$ cat config.mk
export PLATFORM = sky130hd
export DESIGN_NAME = decode_stage
export DESIGN_NICKNAME = d
export VERILOG_FILES = /design/src/rtl/mips_pkg.sv /design/src/rtl/decode_stage.sv /design/src/rtl/hazard_unit.sv /design/src/rtl/id_ex_reg.sv /design/src/rtl/inst_decode.sv /design/src/rtl/reg_file.sv
export SDC_FILE = /design/constraint.sdc
export NUM_CORES = 2
export LEC_CHECK = 0
export BUFFER_PORTS_ARGS = -buffer_cell sky130_fd_sc_hd__buf_4
export CAP_MARGIN = 20
export CELL_PAD_IN_SITES_DETAIL_PLACEMENT = 1
export CELL_PAD_IN_SITES_GLOBAL_PLACEMENT = 2
export CORE_UTILIZATION = 35
export CTS_CLUSTER_SIZE = 8
export DETAILED_ROUTE_END_ITERATION = 10
export MAX_ROUTING_LAYER = met4
export PLACE_DENSITY_LB_ADDON = 0.3
export SLEW_MARGIN = 40
export SYNTH_ARGS = -nofsm -noshare
export SYNTH_HDL_FRONTEND = slang
export SYNTH_SLANG_ARGS = --single-unit
$ cat constraint.sdc
create_clock -name clock -period 2.3 [get_ports clock]
set_input_delay 0.46 -clock clock [delete_from_list [all_inputs] [get_ports clock]]
set_output_delay 0.46 -clock clock [all_outputs]
set_load 0.02 [all_outputs]
$ cat src/rtl/mips_pkg.sv
`default_nettype none

package mips_pkg;

  typedef logic [31:0] word_t;
  typedef logic [4:0]  reg_addr_t;
  typedef logic [4:0]  shamt_t;

  typedef enum logic [3:0] {
    OP_PASS_A,
    OP_ADD,
    OP_SUB,
    OP_AND,
    OP_OR,
    OP_XOR,
    OP_NOR,
    OP_SLL,
    OP_SRL,
    OP_SRA,
    OP_LUI
  } alu_op_t;

  typedef enum logic {
    RES_ALU,
    RES_SET  // set-less-than result
  } res_sel_t;

  typedef enum logic [1:0] {
    LS_WORD,
    LS_HALF,
    LS_BYTE
  } ls_op_t;

  typedef enum logic [1:0] {
    FWD_NONE,
    FWD_EXMEM,
    FWD_MEMWB,
    FWD_MEMWB_LATE  // store data from a load, picked up at MEM
  } fwd_t;

  // primary opcodes
  localparam logic [5:0] OPC_SPECIAL = 6'h00;
  localparam logic [5:0] OPC_ADDI    = 6'h08;
  localparam logic [5:0] OPC_ADDIU   = 6'h09;
  localparam logic [5:0] OPC_SLTI    = 6'h0a;
  localparam logic [5:0] OPC_SLTIU   = 6'h0b;
  localparam logic [5:0] OPC_ANDI    = 6'h0c;
  localparam logic [5:0] OPC_ORI     = 6'h0d;
  localparam logic [5:0] OPC_XORI    = 6'h0e;
  localparam logic [5:0] OPC_LUI     = 6'h0f;
  localparam logic [5:0] OPC_LB      = 6'h20;
  localparam logic [5:0] OPC_LH      = 6'h21;
  localparam logic [5:0] OPC_LW      = 6'h23;
  localparam logic [5:0] OPC_LBU     = 6'h24;
  localparam logic [5:0] OPC_LHU     = 6'h25;
  localparam logic [5:0] OPC_SB      = 6'h28;
  localparam logic [5:0] OPC_SH      = 6'h29;
  localparam logic [5:0] OPC_SW      = 6'h2b;

  // funct codes under OPC_SPECIAL
  localparam logic [5:0] FN_SLL  = 6'h00;
  localparam logic [5:0] FN_SRL  = 6'h02;
  localparam logic [5:0] FN_SRA  = 6'h03;
  localparam logic [5:0] FN_SLLV = 6'h04;
  localparam logic [5:0] FN_SRLV = 6'h06;
  localparam logic [5:0] FN_SRAV = 6'h07;
  localparam logic [5:0] FN_JR   = 6'h08;
  localparam logic [5:0] FN_JALR = 6'h09;
  localparam logic [5:0] FN_ADD  = 6'h20;
  localparam logic [5:0] FN_ADDU = 6'h21;
  localparam logic [5:0] FN_SUB  = 6'h22;
  localparam logic [5:0] FN_SUBU = 6'h23;
  localparam logic [5:0] FN_AND  = 6'h24;
  localparam logic [5:0] FN_OR   = 6'h25;
  localparam logic [5:0] FN_XOR  = 6'h26;
  localparam logic [5:0] FN_NOR  = 6'h27;
  localparam logic [5:0] FN_SLT  = 6'h2a;
  localparam logic [5:0] FN_SLTU = 6'h2b;

  typedef struct packed {
    reg_addr_t a_reg;
    logic      a_valid;
    reg_addr_t b_reg;
    logic      b_valid;
    logic      b_need_late;  // B only needed at MEM
    reg_addr_t dest_reg;
    logic      dest_valid;
    word_t     imm;
    logic      imm_valid;
    shamt_t    shamt;
    alu_op_t   alu_op;
    logic      alu_set_u;
    res_sel_t  res_sel;
    ls_op_t    ls_op;
    logic      ls_sext;
    logic      alu_inst;
    logic      load_inst;
    logic      store_inst;
    logic      jmp_inst;
    logic      illegal;
  } dec_ctrl_t;

  typedef struct packed {
    word_t     pc;
    word_t     a_data;
    word_t     b_data;
    fwd_t      a_fwd;
    fwd_t      b_fwd;
    dec_ctrl_t ctrl;
  } id_ex_t;

endpackage

`default_nettype wire

$ cat src/rtl/decode_stage.sv
`default_nettype none

module decode_stage import mips_pkg::*; (
  input  logic      clock,
  input  logic      arst_n,
  input  word_t     pc,
  input  word_t     inst_word,
  input  reg_addr_t ex_mem_dest,
  input  logic      ex_mem_dest_valid,
  input  logic      wb_we,
  input  reg_addr_t wb_addr,
  input  word_t     wb_data,
  output id_ex_t    id_ex,
  output logic      stall
);

  dec_ctrl_t ctrl;
  word_t     rd_data1;
  word_t     rd_data2;
  fwd_t      a_fwd;
  fwd_t      b_fwd;

  inst_decode u_inst_decode (
    .inst_word (inst_word),
    .ctrl      (ctrl)
  );

  // read straight from rs/rt, ahead of the decode
  reg_file u_reg_file (
    .clock    (clock),
    .arst_n   (arst_n),
    .rd_addr1 (inst_word[25:21]),
    .rd_addr2 (inst_word[20:16]),
    .wr_en    (wb_we),
    .wr_addr  (wb_addr),
    .wr_data  (wb_data),
    .rd_data1 (rd_data1),
    .rd_data2 (rd_data2)
  );

  hazard_unit u_hazard_unit (
    .ctrl              (ctrl),
    .ex_stage          (id_ex),
    .ex_mem_dest       (ex_mem_dest),
    .ex_mem_dest_valid (ex_mem_dest_valid),
    .a_fwd             (a_fwd),
    .b_fwd             (b_fwd),
    .stall             (stall)
  );

  id_ex_reg u_id_ex_reg (
    .clock  (clock),
    .arst_n (arst_n),
    .stall  (stall),
    .pc     (pc),
    .a_data (rd_data1),
    .b_data (rd_data2),
    .a_fwd  (a_fwd),
    .b_fwd  (b_fwd),
    .ctrl   (ctrl),
    .id_ex  (id_ex)
  );

endmodule

`default_nettype wire

$ cat src/rtl/hazard_unit.sv
`default_nettype none

module hazard_unit import mips_pkg::*; (
  input  dec_ctrl_t ctrl,
  input  id_ex_t    ex_stage,
  input  reg_addr_t ex_mem_dest,
  input  logic      ex_mem_dest_valid,
  output fwd_t      a_fwd,
  output fwd_t      b_fwd,
  output logic      stall
);

  logic a_match_ex;
  logic b_match_ex;
  logic a_match_mem;
  logic b_match_mem;
  logic ex_load;

  // EX is the instruction now in id_ex, MEM is the one after it
  assign a_match_ex = ctrl.a_valid && ex_stage.ctrl.dest_valid &&
                      (ctrl.a_reg == ex_stage.ctrl.dest_reg);
  assign b_match_ex = ctrl.b_valid && ex_stage.ctrl.dest_valid &&
                      (ctrl.b_reg == ex_stage.ctrl.dest_reg);

  assign a_match_mem = ctrl.a_valid && ex_mem_dest_valid && (ctrl.a_reg == ex_mem_dest);
  assign b_match_mem = ctrl.b_valid && ex_mem_dest_valid && (ctrl.b_reg == ex_mem_dest);

  assign ex_load = ex_stage.ctrl.load_inst;

  assign a_fwd = a_match_ex  ? FWD_EXMEM :
                 a_match_mem ? FWD_MEMWB : FWD_NONE;

  assign b_fwd = b_match_ex  ? (ex_load ? FWD_MEMWB_LATE : FWD_EXMEM) :
                 b_match_mem ? FWD_MEMWB : FWD_NONE;

  // load result not ready in time for EX
  assign stall = ex_load && (a_match_ex || (b_match_ex && !ctrl.b_need_late));

endmodule

`default_nettype wire

$ cat src/rtl/id_ex_reg.sv
`default_nettype none

module id_ex_reg import mips_pkg::*; (
  input  logic      clock,
  input  logic      arst_n,
  input  logic      stall,
  input  word_t     pc,
  input  word_t     a_data,
  input  word_t     b_data,
  input  fwd_t      a_fwd,
  input  fwd_t      b_fwd,
  input  dec_ctrl_t ctrl,
  output id_ex_t    id_ex
);

  id_ex_t id_ex_nxt;

  always_comb begin
    id_ex_nxt.pc     = pc;
    id_ex_nxt.a_data = a_data;
    id_ex_nxt.b_data = b_data;
    id_ex_nxt.a_fwd  = a_fwd;
    id_ex_nxt.b_fwd  = b_fwd;
    id_ex_nxt.ctrl   = ctrl;
    if (stall) begin  // bubble, payload left as is
      id_ex_nxt.a_fwd            = FWD_NONE;
      id_ex_nxt.b_fwd            = FWD_NONE;
      id_ex_nxt.ctrl.a_valid     = 1'b0;
      id_ex_nxt.ctrl.b_valid     = 1'b0;
      id_ex_nxt.ctrl.b_need_late = 1'b0;
      id_ex_nxt.ctrl.dest_valid  = 1'b0;
      id_ex_nxt.ctrl.imm_valid   = 1'b0;
      id_ex_nxt.ctrl.alu_inst    = 1'b0;
      id_ex_nxt.ctrl.load_inst   = 1'b0;
      id_ex_nxt.ctrl.store_inst  = 1'b0;
      id_ex_nxt.ctrl.jmp_inst    = 1'b0;
      id_ex_nxt.ctrl.illegal     = 1'b0;
    end
  end

  always_ff @(posedge clock or negedge arst_n) begin
    if (!arst_n) begin
      id_ex <= '0;  // all-zero is a bubble
    end else begin
      id_ex <= id_ex_nxt;
    end
  end

endmodule

`default_nettype wire

$ cat src/rtl/inst_decode.sv
`default_nettype none

module inst_decode import mips_pkg::*; (
  input  word_t     inst_word,
  output dec_ctrl_t ctrl
);

  logic [5:0]  opc;
  reg_addr_t   rs;
  reg_addr_t   rt;
  reg_addr_t   rd;
  shamt_t      sa;
  logic [5:0]  funct;
  logic [15:0] imm16;
  logic        imm_sext;

  assign opc   = inst_word[31:26];
  assign rs    = inst_word[25:21];
  assign rt    = inst_word[20:16];
  assign rd    = inst_word[15:11];
  assign sa    = inst_word[10:6];
  assign funct = inst_word[5:0];
  assign imm16 = inst_word[15:0];

  always_comb begin
    ctrl            = '0;
    ctrl.a_reg      = rs;
    ctrl.b_reg      = rt;
    ctrl.dest_reg   = rt;  // I-type writes rt
    ctrl.dest_valid = 1'b1;
    ctrl.imm_valid  = 1'b1;
    ctrl.alu_op     = OP_PASS_A;
    ctrl.res_sel    = RES_ALU;
    ctrl.ls_op      = LS_WORD;
    imm_sext        = 1'b0;

    case (opc)
      OPC_SPECIAL: begin
        ctrl.dest_reg  = rd;
        ctrl.imm_valid = 1'b0;
        ctrl.shamt     = sa;
        ctrl.alu_inst  = 1'b1;
        ctrl.a_valid   = 1'b1;
        ctrl.b_valid   = 1'b1;
        case (funct)
          FN_SLL: begin
            ctrl.alu_op  = OP_SLL;
            ctrl.a_valid = 1'b0;  // constant shift, rs unused
          end
          FN_SRL: begin
            ctrl.alu_op  = OP_SRL;
            ctrl.a_valid = 1'b0;
          end
          FN_SRA: begin
            ctrl.alu_op  = OP_SRA;
            ctrl.a_valid = 1'b0;
          end
          FN_SLLV:         ctrl.alu_op = OP_SLL;
          FN_SRLV:         ctrl.alu_op = OP_SRL;
          FN_SRAV:         ctrl.alu_op = OP_SRA;
          FN_JR, FN_JALR: begin
            ctrl.alu_inst   = 1'b0;
            ctrl.b_valid    = 1'b0;
            ctrl.jmp_inst   = 1'b1;
            ctrl.dest_valid = (funct == FN_JALR);  // jalr links to rd
          end
          FN_ADD, FN_ADDU: ctrl.alu_op = OP_ADD;
          FN_SUB, FN_SUBU: ctrl.alu_op = OP_SUB;
          FN_AND:          ctrl.alu_op = OP_AND;
          FN_OR:           ctrl.alu_op = OP_OR;
          FN_XOR:          ctrl.alu_op = OP_XOR;
          FN_NOR:          ctrl.alu_op = OP_NOR;
          FN_SLT, FN_SLTU: begin
            ctrl.alu_op    = OP_SUB;
            ctrl.res_sel   = RES_SET;
            ctrl.alu_set_u = (funct == FN_SLTU);
          end
          default:         ctrl.illegal = 1'b1;
        endcase
      end

      OPC_ADDI, OPC_ADDIU, OPC_SLTI, OPC_SLTIU: begin
        imm_sext      = 1'b1;
        ctrl.alu_inst = 1'b1;
        ctrl.a_valid  = 1'b1;
        if (opc == OPC_ADDI || opc == OPC_ADDIU) begin
          ctrl.alu_op = OP_ADD;
        end else begin
          ctrl.alu_op    = OP_SUB;
          ctrl.res_sel   = RES_SET;
          ctrl.alu_set_u = (opc == OPC_SLTIU);
        end
      end

      OPC_ANDI, OPC_ORI, OPC_XORI: begin
        ctrl.alu_inst = 1'b1;
        ctrl.a_valid  = 1'b1;
        ctrl.alu_op   = (opc == OPC_ANDI) ? OP_AND :
                        (opc == OPC_ORI)  ? OP_OR  : OP_XOR;
      end

      OPC_LUI: begin
        ctrl.alu_inst = 1'b1;
        ctrl.alu_op   = OP_LUI;
      end

      OPC_LB, OPC_LH, OPC_LW, OPC_LBU, OPC_LHU: begin
        imm_sext       = 1'b1;
        ctrl.alu_op    = OP_ADD;  // address calc
        ctrl.load_inst = 1'b1;
        ctrl.a_valid   = 1'b1;
        ctrl.ls_sext   = (opc == OPC_LB) || (opc == OPC_LH);
        ctrl.ls_op     = (opc == OPC_LW) ? LS_WORD :
                         (opc == OPC_LB || opc == OPC_LBU) ? LS_BYTE : LS_HALF;
      end

      OPC_SB, OPC_SH, OPC_SW: begin
        imm_sext         = 1'b1;
        ctrl.alu_op      = OP_ADD;
        ctrl.store_inst  = 1'b1;
        ctrl.a_valid     = 1'b1;
        ctrl.b_valid     = 1'b1;
        ctrl.b_need_late = 1'b1;  // store data goes straight to MEM
        ctrl.dest_valid  = 1'b0;
        ctrl.ls_op       = (opc == OPC_SW) ? LS_WORD :
                           (opc == OPC_SB) ? LS_BYTE : LS_HALF;
      end

      default: ctrl.illegal = 1'b1;
    endcase

    // unknown codes leave nothing for the pipeline to act on
    if (ctrl.illegal) begin
      ctrl.a_valid     = 1'b0;
      ctrl.b_valid     = 1'b0;
      ctrl.b_need_late = 1'b0;
      ctrl.dest_valid  = 1'b0;
      ctrl.imm_valid   = 1'b0;
      ctrl.alu_inst    = 1'b0;
      ctrl.load_inst   = 1'b0;
      ctrl.store_inst  = 1'b0;
      ctrl.jmp_inst    = 1'b0;
    end

    ctrl.imm = imm_sext ? {{16{imm16[15]}}, imm16} : {16'b0, imm16};
  end

endmodule

`default_nettype wire

$ cat src/rtl/reg_file.sv
`default_nettype none

module reg_file import mips_pkg::*; (
  input  logic      clock,
  input  logic      arst_n,
  input  reg_addr_t rd_addr1,
  input  reg_addr_t rd_addr2,
  input  logic      wr_en,
  input  reg_addr_t wr_addr,
  input  word_t     wr_data,
  output word_t     rd_data1,
  output word_t     rd_data2
);

  word_t regs [1:31];  // r0 is not stored

  always_ff @(posedge clock or negedge arst_n) begin
    if (!arst_n) begin
      for (int i = 1; i < 32; i++) begin
        regs[i] <= '0;
      end
    end else if (wr_en && wr_addr != '0) begin
      regs[wr_addr] <= wr_data;
    end
  end

  function automatic word_t read_port(reg_addr_t addr);
    if (addr == '0) begin
      return '0;
    end else if (wr_en && wr_addr == addr) begin
      return wr_data;  // same-cycle write bypass
    end else begin
      return regs[addr];
    end
  endfunction

  always_comb begin
    rd_data1 = read_port(rd_addr1);
    rd_data2 = read_port(rd_addr2);
  end

endmodule

`default_nettype wire
**Yosys cells after proc, flatten, opt, wreduce, memory -nomap -nowiden**

Cells that the tools add are included.

- Flip-flop bits (word level): 1163
- Bits in latches: 0
- Bits in writable memories: 0
- ROM bits: 0
- Output and inout bits: 172
- Logic and storage cells: 204
- Memories: 0

- $add $sub $neg: 0
- Multipliers: 0
- Divide/modulo/power cells: 0
- Magnitude comparators: 4
- Equality and inequality tests: 39
- Shift-type cells: 0
- Muxes and demuxes: 60
- Bitwise operators: 3
- Reductions and logical operators: 42

Operator list:

| kind | number |
|---|---|
| $bwmux W992 | 1 |
| $bmux W32 S5 | 2 |
| $mux W32 | 10 |
| $demux W32 S5 | 1 |
| $eq A6 B6 Y1 const B | 18 |
| $eq A6 B4 Y1 const B | 10 |
| $pmux W4 S9 | 1 |
| $eq A5 B5 Y1 | 6 |
| $mux W2 | 14 |
| $pmux W4 S5 | 1 |
| $eq A6 B3 Y1 const B | 3 |
| $ge A6 B6 Y1 const B | 3 |
| $not A5 Y6 | 3 |
| $reduce_or A18 Y1 | 1 |
| $mux W1 | 17 |
| $reduce_or A16 Y1 | 1 |
| $reduce_or A8 Y1 | 2 |
| $reduce_or A15 Y1 | 1 |
| $logic_and A1 B1 Y1 | 14 |
| $eq A6 B2 Y1 const B | 2 |
| $logic_not A6 Y1 | 2 |
| $mux W4 | 3 |
| $reduce_or A12 Y1 | 1 |
| $reduce_or A2 Y1 | 6 |
| other kinds (12) | 25 |

**Longest topological paths before layout**

- Depth in word-level cells: 11
- Mapped depth: 10
- Depth with buffers taken out: 6

**Modules after synthesis**

Synthesis repeated with hierarchy kept, for this count alone.

- Cell total of the unflattened synthesis: 4026
- Area, all modules: 59200.5 um2

Modules (own cells, without submodules):

| module | instances | cells an instance | area an instance (um2) | seq. area each (um2) |
|---|---|---|---|---|
| reg_file | 1 | 3653 | 53543.9 | 24823.8 |
| id_ex_reg | 1 | 186 | 4406.7 | 4279.1 |
| inst_decode | 1 | 150 | 968.4 | 0.0 |
| hazard_unit | 1 | 37 | 281.5 | 0.0 |

**Worst setup path before layout**

No wires, ideal clock.

- Path type: in2out
- From: input inst_word[26]
- To: output stall
- Arrival: 1895 ps
- Required time: 1840 ps
- Path slack: -55 ps
- Cell stages on the path: 7
- Buffers on the path: 2
- Cell sequence: buf_6 > nor4_4 > nand2_2 > a41o_1 > o22a_1 > nor3_2 > buf_4

- Cells in the longest elaborated chain, start to end: 9
- Elaborated cells between the ends (all ways): 34

RTL lines:

| what | RTL line | source |
|---|---|---|
| start: declaration | decode_stage.sv:7 | `input word_t inst_word,` |
| $eq A6 B4 Y1 / $eq A6 B6 Y1 (equally long branches) | inst_decode.sv:37 | `case (opc)` |
| $reduce_or A16 Y1 (no line) / $reduce_or A3 Y1 (equally long branches) | -- |  |
| $pmux W1 S2 | inst_decode.sv:37 |  |
| $mux W2 | inst_decode.sv:133 | `if (ctrl.illegal) begin` |
| $logic_and A1 B1 Y1 (2 in series) | hazard_unit.sv:22 | `assign b_match_ex = ctrl.b_valid && ex_stage.ctrl.dest_valid &&` |
| $logic_and A1 B1 Y1 | hazard_unit.sv:37 | `assign stall = ex_load && (a_match_ex \|\| (b_match_ex && !ctrl.b_need_late));` |
| $logic_or A1 B1 Y1 (*) | hazard_unit.sv:37 |  |
| $logic_and A1 B1 Y1 (*) | hazard_unit.sv:37 |  |
| end: declaration | decode_stage.sv:14 | `output logic stall` |

Mark *: on every way between the ends. The rest lies on a longest branch, timed or not.

**Worst setup path after layout**

- From: register u_id_ex_reg.id_ex[55] (netlist name)
- To: output stall

- Cells in the longest elaborated chain, start to end: 5
- Elaborated cells between the ends (all ways): 7

RTL lines:

| what | RTL line | source |
|---|---|---|
| $eq A5 B5 Y1 | hazard_unit.sv:23 | `(ctrl.b_reg == ex_stage.ctrl.dest_reg);` |
| $logic_and A1 B1 Y1 | hazard_unit.sv:22 |  |
| $logic_and A1 B1 Y1 | hazard_unit.sv:37 |  |
| $logic_or A1 B1 Y1 (*) | hazard_unit.sv:37 |  |
| $logic_and A1 B1 Y1 (*) | hazard_unit.sv:37 |  |

Marked as above.

==> metrics <==
first-pass iteration count of the detailed router 10; Mapped Cells 3982; area growth from synthesis to layout 22.9%; first-pass GRT wire length 314 mm; Worst slew margin 51.7%; Tmin final 3000 ps; CTS Buf Count 162; # DRC 25; Setup crit end kind primary output; fin util 43.4%; Avg Inst Size Synth 14.7 um2; crit-path cells xor2_1 > nor4_1 > buf_4 > nand3_2 > o22a_1 > nor3_2 > buf_4; CP top delay family simple AND/OR/NAND/NOR gates; setup_tns -700 ps; Die Area 169000 um2; core area 165000 um2; worst min path class in2reg; Filler cells 16400; Synth Flop Type dfrtp_1; share of post-route cells with drive strength above 1 53.8%; Clock Skews 25.1 ps; Worst-Margin Slew 723 ps; CP max stage delay 440 ps; Synth area leaders dfrtp_1 (49%), mux2_2 (20%), mux4_2 (16%); antenna violations before repair 8; top sig layer met4; PD cells 845 nW/um2; CP bufs+invs 2; Starting Density 35.3%; pin count of the biggest net entering global routing 77; Worst R2R End u_id_ex_reg.id_ex[74]$_DFF_PN0_; VDD IR max 794 uV; CP Data Arrival Time 2540 ps; Worst R2R Path Depth 8; Setup CP Type reg2out; synth warn 0; CTS tree built; Worst Setup Start Kind register; Buffers on Ports 281; critical path data required time 1840 ps; Synth top area share 49.1%; wire length on met2 101 mm; FF+latch count, synth 1147; Met3 Wirelength 11.1 mm; flop2flop setup slack 180 ps; vias in the first global route 42400; Synth cell types 63; Crit Reg-Reg Startpoint u_id_ex_reg.id_ex[56]$_DFF_PN0_; failing checks design-rule violations, negative setup slack; min-delay src wb_data[3]; DRT iter0 DRCs 2797; slowest CP cell dfrtp_2; Mapped Area 58400 um2; worst hold endpoint u_id_ex_reg.id_ex[78]$_DFF_PN0_; vias per inst 5.92; final slew viol count 0; Setup violations, final 1; DRT met1 WL 95.4 mm; Leak 31.3 nW; worst-skew pair later-pin latency 820 ps; Final #Nets 4618; CP dominant cell by count buf_4; Total Routing Usage GR 26.6%; fin crit share 130%; WL final 215 mm; Ports 282; syn_nets 4092; final hold vios 0; CTS root buf clkbuf_16; WHS Path Cells 3; grt total ovfl 0; die height 411 um; Post-DP HPWL 140 mm; ys async rst share 100%; die width 411 um; num rows 149; H-Tree Depth 4; mean routed wirelength per cell 32.0 um; antenna-violating nets left 0; clock-pin slew on the worst setup and hold paths 50 ps; highest clock rate 333 MHz; Max Cap Viol 0; DR vias 39800; Longest Clk Path Bufs 3; EDFF count, synth 0; Synth area leader dfrtp_1; clk sinks 1147; RSZ-0062 raised after global routing true; max reg flops 992; Seq/Total Area, Yosys 49.1%; CP max FO 3; status finished, violations left; GP Congestion 0.853; fin worst setup slack -700 ps
stage by stage:
step | total power, mW | setup slack [ps] | hold slack [ps] | instance area (um2) | cells
after floorplan | 34.3 | -49.7 | 164 | 58400 | 3982
after global placement | 38.5 | -428 | 395 | 66800 | 6476
after detailed placement | 38.9 | -389 | 400 | 66800 | 6476
after CTS | 61.2 | -777 | 4.35 | 71800 | 6719
after global routing | 63.3 | -885 | 45.3 | 71800 | 6721
final | 60.7 | -700 | 65.9 | 71800 | 6721
worst min-delay path, cell delays in order:
cell	delay, ps
buf_4	220
nand2_1	90
o41ai_1	60
logic make-up after synthesis:
kind of cell	count (synthesis)	synth area share, %
compound gates	436	5.55
xor+xnor	32	0.480
buf+inv	440	3.57
flops	1147	49.1
mux	1588	38.4
simple gates	339	2.87
metal layers:
metal	global-route usage (%)	vias up
met5	-	-
met4	9.00	0
met3	4.30	394
met2	40.6	1217
met1	36.0	21900
li1	-	16300
power breakdown:
part | switching (mW) | internal, mW | leakage [nW]
clock network | 9.13 | 12.7 | 2.16
logic | 4.90 | 7.18 | 14.6
registers | 2.82 | 23.9 | 14.6
placed cells by master (no fill, tap or decap), types with 22 or more instances in the layout:
| master | count |
|---|---|
| a211oi_1 | 99 |
| a21oi_1 | 39 |
| a221oi_1 | 61 |
| a22o_1 | 22 |
| buf_12 | 154 |
| buf_4 | 579 |
| clkbuf_16 | 165 |
| dfrtp_1 | 1146 |
| dlygate4sd3_1 | 57 |
| mux2_2 | 1035 |
| mux2i_1 | 127 |
| mux4_2 | 417 |
| nand2_1 | 104 |
| nor2_1 | 55 |
| nor2b_1 | 50 |
| o22ai_1 | 96 |
| o41ai_1 | 41 |
| xor2_1 | 25 |
synth_stat cells, types with 7 or more instances:
cell type	number
mux2i_1	127
nand2b_1	12
xor2_1	25
nor4_1	14
o41ai_1	41
buf_1	52
o21ai_0	12
mux2_1	9
a22oi_1	20
buf_2	150
a221oi_1	61
nand2_1	119
o22ai_1	96
mux2_2	1035
o21bai_1	20
nor2_1	69
nand3_1	13
nor3_1	11
buf_6	7
a21oi_1	39
o221a_2	8
a211oi_1	99
nor2b_1	52
a22o_1	22
nor2_2	7
buf_4	51
dfrtp_1	1147
xnor2_1	7
mux4_2	417
clkbuf_1	173
timing repair:
action,CTS,global route
setup endpoints to repair,1,1
hold buffers,57,0
setup buffers,0,0
hold endpoints to repair,514,0
resized for setup,2,0
worst max-delay path by stage:
| stage | startpoint | endpoint | slack [ps] | cells after the start |
|---|---|---|---|---|
| after floorplan | inst_word[26] | stall | -50 | 7 |
| after global placement | inst_word[22] | u_id_ex_reg.id_ex[126]$_DFF_PN0_ | -430 | 10 |
| after detailed placement | inst_word[22] | u_id_ex_reg.id_ex[125]$_DFF_PN0_ | -390 | 10 |
| after CTS | u_id_ex_reg.id_ex[55]$_DFF_PN0_ | stall | -780 | 7 |
| after global routing | u_id_ex_reg.id_ex[55]$_DFF_PN0_ | stall | -890 | 7 |
| final | u_id_ex_reg.id_ex[55]$_DFF_PN0_ | stall | -700 | 7 |
layout make-up:
class | count | area, um2 | share of cell area (%)
Multi-Input combinational cell | 2395 | 27800 | 38.8
Tap cell | 2189 | 2740 | 3.81
Clock inverter | 13 | 244 | 0.340
Clock buffer | 173 | 4180 | 5.82
Antenna cell | 2 | 5.00 | 0.00697
Timing Repair Buffer | 796 | 8090 | 11.3
Inverter | 6 | 22.5 | 0.0314
Sequential cell | 1147 | 28700 | 40.0
(Power assumes the default switching activity.)
